$ cat src/verilog/wb_pkg.sv
package wb_pkg;

    // implemented csr numbers
    typedef enum logic [13:0] {
        CSR_CRMD      = 14'h000,
        CSR_PRMD      = 14'h001,
        CSR_ESTAT     = 14'h005,
        CSR_ERA       = 14'h006,
        CSR_BADV      = 14'h007,
        CSR_EENTRY    = 14'h00c,
        CSR_TLBIDX    = 14'h010,
        CSR_TLBEHI    = 14'h011,
        CSR_TLBELO0   = 14'h012,
        CSR_ASID      = 14'h018,
        CSR_TID       = 14'h040,
        CSR_TLBRENTRY = 14'h088,
        CSR_DMW0      = 14'h180,
        CSR_DMW1      = 14'h181
    } csr_num_e;

    typedef enum logic [2:0] {
        TLB_NONE,
        TLB_SRCH,
        TLB_WR,
        TLB_FILL,
        TLB_RD,
        TLB_INV
    } tlb_op_e;

    typedef enum logic [5:0] {
        ECODE_ADEF = 6'h08,
        ECODE_SYS  = 6'h0b,
        ECODE_BRK  = 6'h0c,
        ECODE_INE  = 6'h0d,
        ECODE_TLBR = 6'h3f
    } ecode_e;

    // memory stage -> writeback
    typedef struct packed {
        logic        rf_we;
        logic [4:0]  rf_waddr;
        logic [31:0] rf_wdata;
        logic [31:0] pc;
        logic        read_tid;      // rdcntid
        logic        csr_re;
        logic        csr_we;
        csr_num_e    csr_num;
        logic [31:0] csr_wmask;
        logic [31:0] csr_wvalue;
        logic        ertn;
        logic        excep_en;
        ecode_e      ecode;
        logic [8:0]  esubcode;
        logic [31:0] badv;
        tlb_op_e     tlb_op;
        logic        srch_conflict; // tlbsrch waits on a csr write in wb
        logic        srch_found;
        logic [3:0]  srch_idx;
    } mem_wb_t;

    typedef struct packed {
        logic        we;
        logic [4:0]  waddr;
        logic [31:0] wdata;
    } rf_wb_t;

    // writeback -> csr file
    typedef struct packed {
        logic        re;
        csr_num_e    num;
        logic        we;
        logic [31:0] wmask;
        logic [31:0] wvalue;
        logic        ex;
        ecode_e      ecode;
        logic [8:0]  esubcode;
        logic [31:0] ex_pc;
        logic [31:0] badv;
        logic        ertn;
        tlb_op_e     tlb_op;
        logic        srch_found;
        logic [3:0]  srch_idx;
    } csr_req_t;

    typedef struct packed {
        logic        e;
        logic [18:0] vppn;
        logic [9:0]  asid;
        logic [19:0] ppn;
        logic [1:0]  plv;
    } tlb_entry_t;

endpackage

$ cat src/verilog/csr_file.sv
`timescale 1ns/1ps

module csr_file #(
    parameter int TLB_NUM = 16
) (
    input  logic                       clk,
    input  logic                       resetn,
    input  wb_pkg::csr_req_t           csr_req,
    output logic [31:0]                csr_rvalue,
    output logic [$clog2(TLB_NUM)-1:0] tlb_idx,
    output logic [18:0]                tlb_ehi_vppn,
    output logic [31:0]                tlb_elo,
    output logic [9:0]                 tlb_asid,
    output logic                       tlb_we,
    output logic                       tlb_fill,
    output logic                       tlb_inv,
    input  wb_pkg::tlb_entry_t         tlb_rd_entry
);
    import wb_pkg::*;

    localparam int          IDX_W       = $clog2(TLB_NUM);
    localparam logic [31:0] TLBIDX_MASK = 32'h8000_0000 | (TLB_NUM - 1); // NE and index

    logic [31:0] crmd, prmd, estat, era, badv, eentry;
    logic [31:0] tlbidx, tlbehi, tlbelo0, asid, tid, tlbrentry, dmw0, dmw1;
    logic [31:0] rvalue;
    logic [31:0] wv, wm;

    function automatic logic [31:0] merge(input logic [31:0] old, input logic [31:0] val,
                                          input logic [31:0] m);
        return (old & ~m) | (val & m);
    endfunction

    assign wv = csr_req.wvalue;
    assign wm = csr_req.wmask;

    always_ff @(posedge clk) begin
        if (!resetn) begin
            crmd      <= 32'h0000_0008; // DA=1
            prmd      <= '0;
            estat     <= '0;
            era       <= '0;
            badv      <= '0;
            eentry    <= '0;
            tlbidx    <= '0;
            tlbehi    <= '0;
            tlbelo0   <= '0;
            asid      <= '0;
            tid       <= '0;
            tlbrentry <= '0;
            dmw0      <= '0;
            dmw1      <= '0;
        end else begin
            if (csr_req.we) begin
                case (csr_req.num)
                    CSR_CRMD:      crmd      <= merge(crmd, wv, wm & 32'h0000_01ff);
                    CSR_PRMD:      prmd      <= merge(prmd, wv, wm & 32'h0000_0007);
                    CSR_ESTAT:     estat     <= merge(estat, wv, wm & 32'h0000_0003); // sw irq
                    CSR_ERA:       era       <= merge(era, wv, wm);
                    CSR_BADV:      badv      <= merge(badv, wv, wm);
                    CSR_EENTRY:    eentry    <= merge(eentry, wv, wm & 32'hffff_ffc0);
                    CSR_TLBIDX:    tlbidx    <= merge(tlbidx, wv, wm & TLBIDX_MASK);
                    CSR_TLBEHI:    tlbehi    <= merge(tlbehi, wv, wm & 32'hffff_e000);
                    CSR_TLBELO0:   tlbelo0   <= merge(tlbelo0, wv, wm & 32'h0fff_ff7f);
                    CSR_ASID:      asid      <= merge(asid, wv, wm & 32'h0000_03ff);
                    CSR_TID:       tid       <= merge(tid, wv, wm);
                    CSR_TLBRENTRY: tlbrentry <= merge(tlbrentry, wv, wm & 32'hffff_ffc0);
                    CSR_DMW0:      dmw0      <= merge(dmw0, wv, wm & 32'hee00_0039);
                    CSR_DMW1:      dmw1      <= merge(dmw1, wv, wm & 32'hee00_0039);
                    default: ;
                endcase
            end

            if (csr_req.ex) begin
                prmd[2:0]    <= crmd[2:0]; // PPLV, PIE
                crmd[2:0]    <= 3'b000;
                estat[30:16] <= {csr_req.esubcode, csr_req.ecode};
                era          <= csr_req.ex_pc;
                if (csr_req.ecode inside {ECODE_ADEF, ECODE_TLBR}) begin
                    badv <= csr_req.badv;
                end
            end

            if (csr_req.ertn) begin
                crmd[2:0] <= prmd[2:0];
            end

            case (csr_req.tlb_op)
                TLB_SRCH: begin
                    tlbidx[31] <= !csr_req.srch_found;
                    if (csr_req.srch_found) begin
                        tlbidx[IDX_W-1:0] <= IDX_W'(csr_req.srch_idx);
                    end
                end
                TLB_RD: begin
                    if (tlb_rd_entry.e) begin
                        tlbidx[31] <= 1'b0;
                        tlbehi     <= {tlb_rd_entry.vppn, 13'b0};
                        tlbelo0    <= {4'b0, tlb_rd_entry.ppn, 4'b0, tlb_rd_entry.plv, 2'b01};
                        asid[9:0]  <= tlb_rd_entry.asid;
                    end else begin
                        tlbidx[31] <= 1'b1; // empty slot
                    end
                end
                default: ;
            endcase
        end
    end

    always_comb begin
        case (csr_req.num)
            CSR_CRMD:      rvalue = crmd;
            CSR_PRMD:      rvalue = prmd;
            CSR_ESTAT:     rvalue = estat;
            CSR_ERA:       rvalue = era;
            CSR_BADV:      rvalue = badv;
            CSR_EENTRY:    rvalue = eentry;
            CSR_TLBIDX:    rvalue = tlbidx;
            CSR_TLBEHI:    rvalue = tlbehi;
            CSR_TLBELO0:   rvalue = tlbelo0;
            CSR_ASID:      rvalue = asid;
            CSR_TID:       rvalue = tid;
            CSR_TLBRENTRY: rvalue = tlbrentry;
            CSR_DMW0:      rvalue = dmw0;
            CSR_DMW1:      rvalue = dmw1;
            default:       rvalue = 32'b0;
        endcase
    end

    assign csr_rvalue = csr_req.re ? rvalue : 32'b0;

    // bit 0 of the outgoing elo is the valid of a written entry
    assign tlb_idx      = tlbidx[IDX_W-1:0];
    assign tlb_ehi_vppn = tlbehi[31:13];
    assign tlb_elo      = {tlbelo0[31:1], !tlbidx[31]};
    assign tlb_asid     = asid[9:0];
    assign tlb_we       = csr_req.tlb_op == TLB_WR;
    assign tlb_fill     = csr_req.tlb_op == TLB_FILL;
    assign tlb_inv      = csr_req.tlb_op == TLB_INV;

    // a found search index has to fit the tlb before it lands in tlbidx
    a_tlbidx_range: assert property (@(posedge clk) disable iff (!resetn)
        (csr_req.tlb_op == TLB_SRCH && csr_req.srch_found) |->
            int'(csr_req.srch_idx) < TLB_NUM);

endmodule

$ cat src/verilog/reg_file.sv
`timescale 1ns/1ps

module reg_file (
    input  logic           clk,
    input  wb_pkg::rf_wb_t rf_wb,
    input  logic [4:0]     raddr1,
    input  logic [4:0]     raddr2,
    output logic [31:0]    rdata1,
    output logic [31:0]    rdata2
);

    logic [31:0] regs [32];

    always_ff @(posedge clk) begin
        if (rf_wb.we && rf_wb.waddr != 5'd0) begin
            regs[rf_wb.waddr] <= rf_wb.wdata;
        end
    end

    // r0 is hardwired zero
    assign rdata1 = (raddr1 == 5'd0) ? 32'b0 : regs[raddr1];
    assign rdata2 = (raddr2 == 5'd0) ? 32'b0 : regs[raddr2];

endmodule

$ cat src/verilog/tlb_array.sv
`timescale 1ns/1ps

module tlb_array #(
    parameter int TLB_NUM = 16
) (
    input  logic                       clk,
    input  logic                       resetn,
    input  logic [$clog2(TLB_NUM)-1:0] idx,
    input  logic [18:0]                ehi_vppn,
    input  logic [31:0]                elo,
    input  logic [9:0]                 asid,
    input  logic                       we,
    input  logic                       fill,
    input  logic                       inv,
    output wb_pkg::tlb_entry_t         rd_entry
);
    import wb_pkg::*;

    localparam int IDX_W = $clog2(TLB_NUM);

    tlb_entry_t         entries [TLB_NUM];
    logic [TLB_NUM-1:0] valid;
    logic [IDX_W-1:0]   victim;  // fill pointer
    logic [IDX_W-1:0]   wr_idx;
    tlb_entry_t         new_entry;

    assign new_entry = '{e: elo[0], vppn: ehi_vppn, asid: asid, ppn: elo[27:8], plv: elo[3:2]};
    assign wr_idx    = fill ? victim : idx;

    always_ff @(posedge clk) begin
        if (we || fill) begin
            entries[wr_idx] <= new_entry;
        end
    end

    always_ff @(posedge clk) begin
        if (!resetn) begin
            valid  <= '0;
            victim <= '0;
        end else begin
            if (inv) begin
                valid <= '0; // invalidate-all only
            end else if (we || fill) begin
                valid[wr_idx] <= new_entry.e;
            end
            if (fill) begin
                victim <= (victim == IDX_W'(TLB_NUM - 1)) ? '0 : victim + 1'b1;
            end
        end
    end

    always_comb begin
        rd_entry   = entries[idx];
        rd_entry.e = valid[idx];
    end

    a_we_fill_excl: assert property (@(posedge clk) disable iff (!resetn) !(we && fill));

endmodule

$ cat src/verilog/wb_stage.sv
`timescale 1ns/1ps

module wb_stage (
    input  logic             clk,
    input  logic             resetn,
    input  logic             mem_to_wb_valid,
    input  wb_pkg::mem_wb_t  mem_to_wb_bus,
    output logic             wb_allowin,
    output wb_pkg::csr_req_t csr_req,
    input  logic [31:0]      csr_rvalue,
    output wb_pkg::rf_wb_t   rf_wb,
    output logic             ex_flush,
    output logic             ertn_flush,
    output logic             refetch_flush,
    output logic [31:0]      flush_entry,
    output logic             wb_to_ex_conflict,
    output logic [31:0]      debug_wb_pc,
    output logic [3:0]       debug_wb_rf_we,
    output logic [4:0]       debug_wb_rf_wnum,
    output logic [31:0]      debug_wb_rf_wdata
);
    import wb_pkg::*;

    logic        wb_valid;
    mem_wb_t     wb_bus;
    logic        wb_ok;        // valid and retiring normally
    logic        csr_refetch;
    logic        tlb_refetch;
    logic [31:0] final_wdata;

    assign wb_allowin = 1'b1; // wb never stalls

    always_ff @(posedge clk) begin
        if (!resetn) begin
            wb_valid <= 1'b0;
        end else if (ex_flush || ertn_flush || refetch_flush) begin
            wb_valid <= 1'b0; // kills whatever mem sends this cycle
        end else if (wb_allowin) begin
            wb_valid <= mem_to_wb_valid;
        end
    end

    always_ff @(posedge clk) begin
        if (mem_to_wb_valid && wb_allowin) begin
            wb_bus <= mem_to_wb_bus;
        end
    end

    assign ex_flush   = wb_valid && wb_bus.excep_en;
    assign ertn_flush = wb_valid && wb_bus.ertn;
    assign wb_ok      = wb_valid && !wb_bus.excep_en && !wb_bus.ertn;

    // address translation state may change, so refetch from pc+4
    assign tlb_refetch = wb_bus.tlb_op inside {TLB_WR, TLB_FILL, TLB_RD, TLB_INV};
    assign csr_refetch = wb_bus.csr_we &&
                         (wb_bus.csr_num inside {CSR_CRMD, CSR_ASID, CSR_DMW0, CSR_DMW1});
    assign refetch_flush = wb_ok && (tlb_refetch || csr_refetch);

    assign flush_entry = (ex_flush || ertn_flush) ? csr_rvalue : wb_bus.pc + 32'd4;

    assign final_wdata = (wb_bus.csr_re || wb_bus.read_tid) ? csr_rvalue : wb_bus.rf_wdata;

    always_comb begin
        csr_req.re = ex_flush || ertn_flush || (wb_valid && (wb_bus.csr_re || wb_bus.read_tid));
        if (ex_flush) begin
            csr_req.num = (wb_bus.ecode == ECODE_TLBR) ? CSR_TLBRENTRY : CSR_EENTRY;
        end else if (ertn_flush) begin
            csr_req.num = CSR_ERA;
        end else if (wb_bus.read_tid) begin
            csr_req.num = CSR_TID;
        end else begin
            csr_req.num = wb_bus.csr_num;
        end
        csr_req.we         = wb_ok && wb_bus.csr_we;
        csr_req.wmask      = wb_bus.csr_wmask;
        csr_req.wvalue     = wb_bus.csr_wvalue;
        csr_req.ex         = ex_flush;
        csr_req.ecode      = wb_bus.ecode;
        csr_req.esubcode   = wb_bus.esubcode;
        csr_req.ex_pc      = wb_bus.pc;
        csr_req.badv       = wb_bus.badv;
        csr_req.ertn       = ertn_flush;
        csr_req.tlb_op     = wb_ok ? wb_bus.tlb_op : TLB_NONE;
        csr_req.srch_found = wb_bus.srch_found;
        csr_req.srch_idx   = wb_bus.srch_idx;
    end

    assign rf_wb.we    = wb_ok && wb_bus.rf_we;
    assign rf_wb.waddr = wb_bus.rf_waddr;
    assign rf_wb.wdata = final_wdata;

    assign wb_to_ex_conflict = wb_valid && wb_bus.srch_conflict;

    assign debug_wb_pc       = wb_bus.pc;
    assign debug_wb_rf_we    = {4{rf_wb.we}};
    assign debug_wb_rf_wnum  = wb_bus.rf_waddr;
    assign debug_wb_rf_wdata = final_wdata;

    // the memory stage must not mark one instruction as both
    a_ex_ertn_excl: assert property (@(posedge clk) disable iff (!resetn)
        !(ex_flush && ertn_flush));

endmodule

$ cat src/verilog/wb_subsys_top.sv
`timescale 1ns/1ps

module wb_subsys_top #(
    parameter int TLB_NUM = 16
) (
    input  logic            clk,
    input  logic            resetn,
    input  logic            mem_to_wb_valid,
    input  wb_pkg::mem_wb_t mem_to_wb_bus,
    output logic            wb_allowin,
    output logic            ex_flush,
    output logic            ertn_flush,
    output logic            refetch_flush,
    output logic [31:0]     flush_entry,
    output logic            wb_to_ex_conflict,
    output logic [31:0]     debug_wb_pc,
    output logic [3:0]      debug_wb_rf_we,
    output logic [4:0]      debug_wb_rf_wnum,
    output logic [31:0]     debug_wb_rf_wdata,
    output wb_pkg::rf_wb_t  rf_wb,
    input  logic [4:0]      raddr1,
    input  logic [4:0]      raddr2,
    output logic [31:0]     rdata1,
    output logic [31:0]     rdata2
);
    import wb_pkg::*;

    csr_req_t                   csr_req;
    logic [31:0]                csr_rvalue;
    logic [$clog2(TLB_NUM)-1:0] tlb_idx;
    logic [18:0]                tlb_ehi_vppn;
    logic [31:0]                tlb_elo;
    logic [9:0]                 tlb_asid;
    logic                       tlb_we, tlb_fill, tlb_inv;
    tlb_entry_t                 tlb_rd_entry;

    wb_stage i_wb_stage (
        .clk               (clk),
        .resetn            (resetn),
        .mem_to_wb_valid   (mem_to_wb_valid),
        .mem_to_wb_bus     (mem_to_wb_bus),
        .wb_allowin        (wb_allowin),
        .csr_req           (csr_req),
        .csr_rvalue        (csr_rvalue),
        .rf_wb             (rf_wb),
        .ex_flush          (ex_flush),
        .ertn_flush        (ertn_flush),
        .refetch_flush     (refetch_flush),
        .flush_entry       (flush_entry),
        .wb_to_ex_conflict (wb_to_ex_conflict),
        .debug_wb_pc       (debug_wb_pc),
        .debug_wb_rf_we    (debug_wb_rf_we),
        .debug_wb_rf_wnum  (debug_wb_rf_wnum),
        .debug_wb_rf_wdata (debug_wb_rf_wdata)
    );

    csr_file #(.TLB_NUM(TLB_NUM)) i_csr_file (
        .clk          (clk),
        .resetn       (resetn),
        .csr_req      (csr_req),
        .csr_rvalue   (csr_rvalue),
        .tlb_idx      (tlb_idx),
        .tlb_ehi_vppn (tlb_ehi_vppn),
        .tlb_elo      (tlb_elo),
        .tlb_asid     (tlb_asid),
        .tlb_we       (tlb_we),
        .tlb_fill     (tlb_fill),
        .tlb_inv      (tlb_inv),
        .tlb_rd_entry (tlb_rd_entry)
    );

    reg_file i_reg_file (
        .clk    (clk),
        .rf_wb  (rf_wb),
        .raddr1 (raddr1),
        .raddr2 (raddr2),
        .rdata1 (rdata1),
        .rdata2 (rdata2)
    );

    tlb_array #(.TLB_NUM(TLB_NUM)) i_tlb_array (
        .clk      (clk),
        .resetn   (resetn),
        .idx      (tlb_idx),
        .ehi_vppn (tlb_ehi_vppn),
        .elo      (tlb_elo),
        .asid     (tlb_asid),
        .we       (tlb_we),
        .fill     (tlb_fill),
        .inv      (tlb_inv),
        .rd_entry (tlb_rd_entry)
    );

endmodule
$ cat config.mk
export PLATFORM = sky130hd
export DESIGN_NAME = wb_subsys_top
export DESIGN_NICKNAME = d
export VERILOG_FILES = /design/src/verilog/wb_pkg.sv /design/src/verilog/csr_file.sv /design/src/verilog/reg_file.sv /design/src/verilog/tlb_array.sv /design/src/verilog/wb_stage.sv /design/src/verilog/wb_subsys_top.sv
export SDC_FILE = /design/constraint.sdc
export NUM_CORES = 2
export LEC_CHECK = 0
export BUFFER_PORTS_ARGS = -buffer_cell sky130_fd_sc_hd__buf_4
export CAP_MARGIN = 20
export CORE_ASPECT_RATIO = 1.75
export CORE_MARGIN = 3
export CORE_UTILIZATION = 55
export CTS_CLUSTER_DIAMETER = 30
export DETAILED_ROUTE_END_ITERATION = 16
export GPL_ROUTABILITY_DRIVEN = 1
export PLACE_DENSITY = 0.83
export SETUP_SLACK_MARGIN = 0.15
export SLEW_MARGIN = 20
export SYNTH_ARGS = -nofsm -noshare
export SYNTH_HDL_FRONTEND = slang
export SYNTH_SLANG_ARGS = --single-unit
$ cat constraint.sdc
create_clock -name clk -period 7.5 [get_ports clk]
set_input_delay 2.25 -clock clk [delete_from_list [all_inputs] [get_ports clk]]
set_output_delay 2.25 -clock clk [all_outputs]
set_load 0.01 [all_outputs]
==> PnR_summary.wiki <==
{| class="wikitable"
! Metric !! Value
|-
| Outcome || complete, no violations
|-
| Fraction of power spent switching nets || a little under a quarter
|-
| Finished layout cell area || around 120,000 um2
|-
| Detailed-route DRC error count || 0
|-
| Via count || 62,283
|-
| Compound-cell area share of the yosys netlist || 3.63%
|-
| Slew Limit Headroom || 24.5%
|-
| Cell repeated most along the worst path || sky130_fd_sc_hd__buf_4
|-
| Shortest clock period the worst path allows after layout || 7.32 ns
|-
| Reg2Reg Launch Point || i_wb_stage.wb_bus[56]
|-
| Final core utilization || roughly 65%
|-
| Pin count of the biggest net entering global routing || 137
|-
| Wirelength per Cell || 36.4 um
|-
| Async S/R FF share, synth || 0%
|-
| Endpoint of the lowest-slack register-to-register path || i_reg_file.regs[18][0]
|-
| Total length of routed met2 wires || between 100 and 150 mm
|-
| Combinational Power Share || between 5 and 6%
|-
| Net count of the finished layout || 6,298
|-
| I/O pin total || 434
|-
| Yosys cell types || between 70 and 80
|-
| Type of the worst setup path || flop to primary output
|-
| Die Span Y || 572 um
|-
| Ordered cell list for the critical path || buf_4, o21ai_4, buf_4, nand3_1, nand3_1, a2111oi_1, a31o_4, o21ai_2, buf_4
|-
| Power density normalized to cell area || 258 nW/um2
|-
| Footprint of the flip-flops and latches || roughly 67,000 um2
|-
| Share of cells above drive strength 1 || 34.9%
|-
| Post-synth EDFFs || 2,049
|-
| CP top delay family || compound AO/OA/AOI/OAI gates
|-
| Cell count after placement || 8,180
|-
| Crit path arrival time || around 5.1 ns
|-
| Length of routed met3 wiring || 47.3 mm
|-
| Crit path launch type || flop
|-
| Final ANT Viol Nets || 0
|-
| Endpoint kind of the worst setup timing path || primary output
|-
| Via-per-instance ratio || approximately 7
|-
| Number of I/O port buffers || 432
|-
| Area post-placement || 108,000 um2
|-
| Final worst-path cycle share || 97.6%
|-
| Internal Power || 23,300 uW
|-
| IR drop worst, VDD || 0.250 mV
|-
| Simple logic cell fraction of the synthesized area || under 10%
|-
| RSZ-0062 raised after global routing || false
|-
| Maximum clock frequency || 137 MHz
|-
| Initial DRC Count || 9,770
|-
| Reg power frac || between 40% and 50%
|-
| Maxcap violations || 0
|-
| HP Start || i_csr_file.tid[13]
|-
| Number of cells on the worst hold path || 2
|-
| Via count of the first global-routing pass || 63,427
|-
| Slowest stage cell, crit path || sky130_fd_sc_hd__o21ai_2
|-
| Xor-xnor portion of the synthesized cell area || less than 1%
|-
| Cell row count || 207
|-
| R2R setup slack || roughly 2.9 ns
|-
| Deepest level of the CTS H-tree || 5
|-
| CP max stage delay || 0.76 ns
|-
| Combined area of all synthesized cells || between 100,000 and 150,000 um2
|-
| Global placer's final weighted congestion || 0.979
|-
| Total CTS buffers || 290
|-
| P_leak || about 0.040 uW
|-
| Wire length after detailed routing || 318 mm
|-
| Die Footprint || 188,000 um2
|-
| Total congestion overflow after global routing || 0
|-
| Post-route insts no fill || ~8,700
|-
| Setup slack of the critical path after layout || 0.181 ns
|-
| Setup-violating endpoint count in the final report || 0
|-
| Die extent in x || 329 um
|-
| Critical Path Fanout Max || 31
|-
| Number of filler cells placed in the layout || 11,366
|-
| Clock sink total || 2,328
|-
| Part of the total power dissipated in the clock network || 47.1%
|-
| Net switching power of the design || 6980 uW
|-
| Overall track demand over capacity in global routing || approximately a third
|-
| Wire length of the first global-routing pass || between 400 and 500 mm
|-
| Area growth syn-to-layout || 17.0%
|-
| WP buf/inv || 3
|-
| Number of synthesized register bits || approximately 2,300
|-
| Sequential element share of the synthesized area || 66.7%
|-
| Quantity of hold-fixing buffers added after cts || 0
|-
| Uppermost routed layer || met5
|-
| Area of the core || roughly 180,000 um2
|-
| Number of instances in the synthesized netlist || 5,543
|-
| Source-to-sink clock delay at the later pin of the worst-skew pair || ~0.8 ns
|-
| Wire length on met1 || about 92 mm
|-
| Worst-case reg-to-reg path depth || 9
|-
| Number of optimization iterations in the first detailed-route pass || 7
|-
| Setup_tns || 0 ns
|-
| Endpoint of the worst hold path || i_csr_file.tid[13]
|-
| Pre-CTS setup slack || 0.229 ns
|-
| Average instance area after synthesis || 18.1 um2
|-
| Final hold violations || 0
|-
| Required time worst endpoint || 5.25 ns
|-
| Clock slew seen by the registers of the worst setup and hold paths || 0.06 ns
|-
| Multi-input combinational cell area || ~32,000 um2
|-
| Combinational family with the most area after synthesis || multiplexers
|-
| Final count of pins violating max slew || 0
|-
| Multiplexer share of the synthesized area || 22.4%
|-
| Clock Tree Root || sky130_fd_sc_hd__clkbuf_16
|-
| Area share of fa/ha/maj cells after synthesis || 0.0249%
|-
| Dpl hpwl || 193 mm
|-
| Max Clock Skew || 0.0523 ns
|-
| Dominant synthesized flop cell || sky130_fd_sc_hd__edfxtp_1
|-
| Synth warn || 0
|-
| Initial antenna violation count || 16
|-
| Clock tree from TritonCTS || yes
|-
| Starting density of the core || a little under three fifths
|-
| Number of buffers on the longest clock path || 4
|-
| Worst min-delay path category || flop to flop
|-
| Measured slew at the worst slew-check pin || 1.12 ns
|}
[layer usage]
metal	GRT usage, %	vias to the layer above
met4	23.4	14
li1	-	23725
met1	39.1	30914
met2	53.7	5975
met3	11.1	1655
met5	0	-
[cell usage after synthesis (75+ instances only)]
cell type                  instances  share of area [%]
sky130_fd_sc_hd__mux4_2          900                 20
sky130_fd_sc_hd__nor2_1          179               0.67
sky130_fd_sc_hd__a21oi_1          96               0.48
sky130_fd_sc_hd__buf_4            86               0.64
sky130_fd_sc_hd__buf_1            79               0.29
sky130_fd_sc_hd__mux2i_1         218                2.2
sky130_fd_sc_hd__clkbuf_1        289                1.1
sky130_fd_sc_hd__nand2_1         470                1.8
sky130_fd_sc_hd__nor2b_1          75               0.47
sky130_fd_sc_hd__dfxtp_1         279                5.6
sky130_fd_sc_hd__o21ai_0         132               0.66
sky130_fd_sc_hd__nand3_1         187               0.93
sky130_fd_sc_hd__edfxtp_1       2049                 61
[worst max-delay path by stage]
stage / endpoint / cells past startpoint / slack (ns) / start
2_1_floorplan: rdata1[10] / 7 / 0.60 / raddr1[0]
3_3_place_gp: rdata2[17] / 7 / 0.31 / raddr2[0]
3_5_place_dp: rdata2[17] / 7 / 0.23 / raddr2[0]
4_1_cts: debug_wb_rf_wdata[9] / 10 / 0.15 / i_wb_stage.wb_valid
5_1_grt: debug_wb_rf_wdata[30] / 12 / 0.15 / i_wb_stage.wb_bus[132]
6_report: debug_wb_rf_wdata[29] / 9 / 0.18 / i_wb_stage.wb_bus[56]
[per-stage QoR]
step	hold slack (ns)	total power (uW)
floorplan	0.435	15400
detailed placement	0.451	16200
global route	0.484	31000
global placement	0.439	16200
CTS	0.460	30300
finish	0.460	30300
[kinds of logic (layout without fill, tap and decap cells)]
logic type               Yosys count  after routing
adder cells (fa/ha/maj)            2              2
AO/OA/AOI/OAI                    512            513
multiplexers                    1122           1122
flip-flops                      2328           2328
XOR/XNOR                          30             30
AND/OR/NAND/NOR                 1041           1041
other                              2             41
buffers and inverters            506           1238
[flip-flops by register name (all words and copies together), names as in the netlist, 32 cells and up]
signal and cells:
i_tlb_array.entries 816, i_wb_stage.csr_req 116, i_csr_file.badv 32, i_wb_stage.debug_wb_pc 32
i_wb_stage.wb_bus 56, i_csr_file.tid 32, i_reg_file.regs 1024, i_csr_file.era 32
[placed cells by master, fill, tap and decap left out, types with 75 or more instances in the layout]
| cell type | n |
|---|---|
| sky130_fd_sc_hd__nand3_1 | 187 |
| sky130_fd_sc_hd__mux2i_1 | 218 |
| sky130_fd_sc_hd__nor2_1 | 129 |
| sky130_fd_sc_hd__buf_4 | 658 |
| sky130_fd_sc_hd__a21oi_1 | 95 |
| sky130_fd_sc_hd__clkbuf_16 | 301 |
| sky130_fd_sc_hd__mux4_2 | 900 |
| sky130_fd_sc_hd__nand2_1 | 469 |
| sky130_fd_sc_hd__o21ai_0 | 108 |
| sky130_fd_sc_hd__edfxtp_1 | 2049 |
| sky130_fd_sc_hd__dfxtp_1 | 275 |
| sky130_fd_sc_hd__nor2b_1 | 75 |
[power by group through the flow]
stage,combinational [uW],clock (uW),sequential (uW)
floorplan,939,0,14500
global placement,1550,0,14600
detailed placement,1590,0,14600
CTS,1610,14400,14400
global route,1710,14900,14400
finish,1650,14300,14400
[cell type report]
class,instances,area share (%)
well taps,2403,2.55
flip-flops and latches,2328,57.0
clock inverters,203,1.96
diodes,8,0.0170
inverters,18,0.0574
repair buffers,695,4.80
multi-input cells,2741,27.1
clock buffers,322,6.51
[tightest hold or removal path, stage by stage (launching register included)]
cell and delay [ns]:
sky130_fd_sc_hd__dfxtp_1 0.31, sky130_fd_sc_hd__nand2_1 0.05, sky130_fd_sc_hd__a21boi_1 0.05
[repair_timing]
action,in CTS,in global routing
gates cloned,1,0
pin swaps,2,0
gates resized for setup,3,12
setup endpoints to repair,43,54
setup buffers,4,0
(Power assumes the default switching activity.)
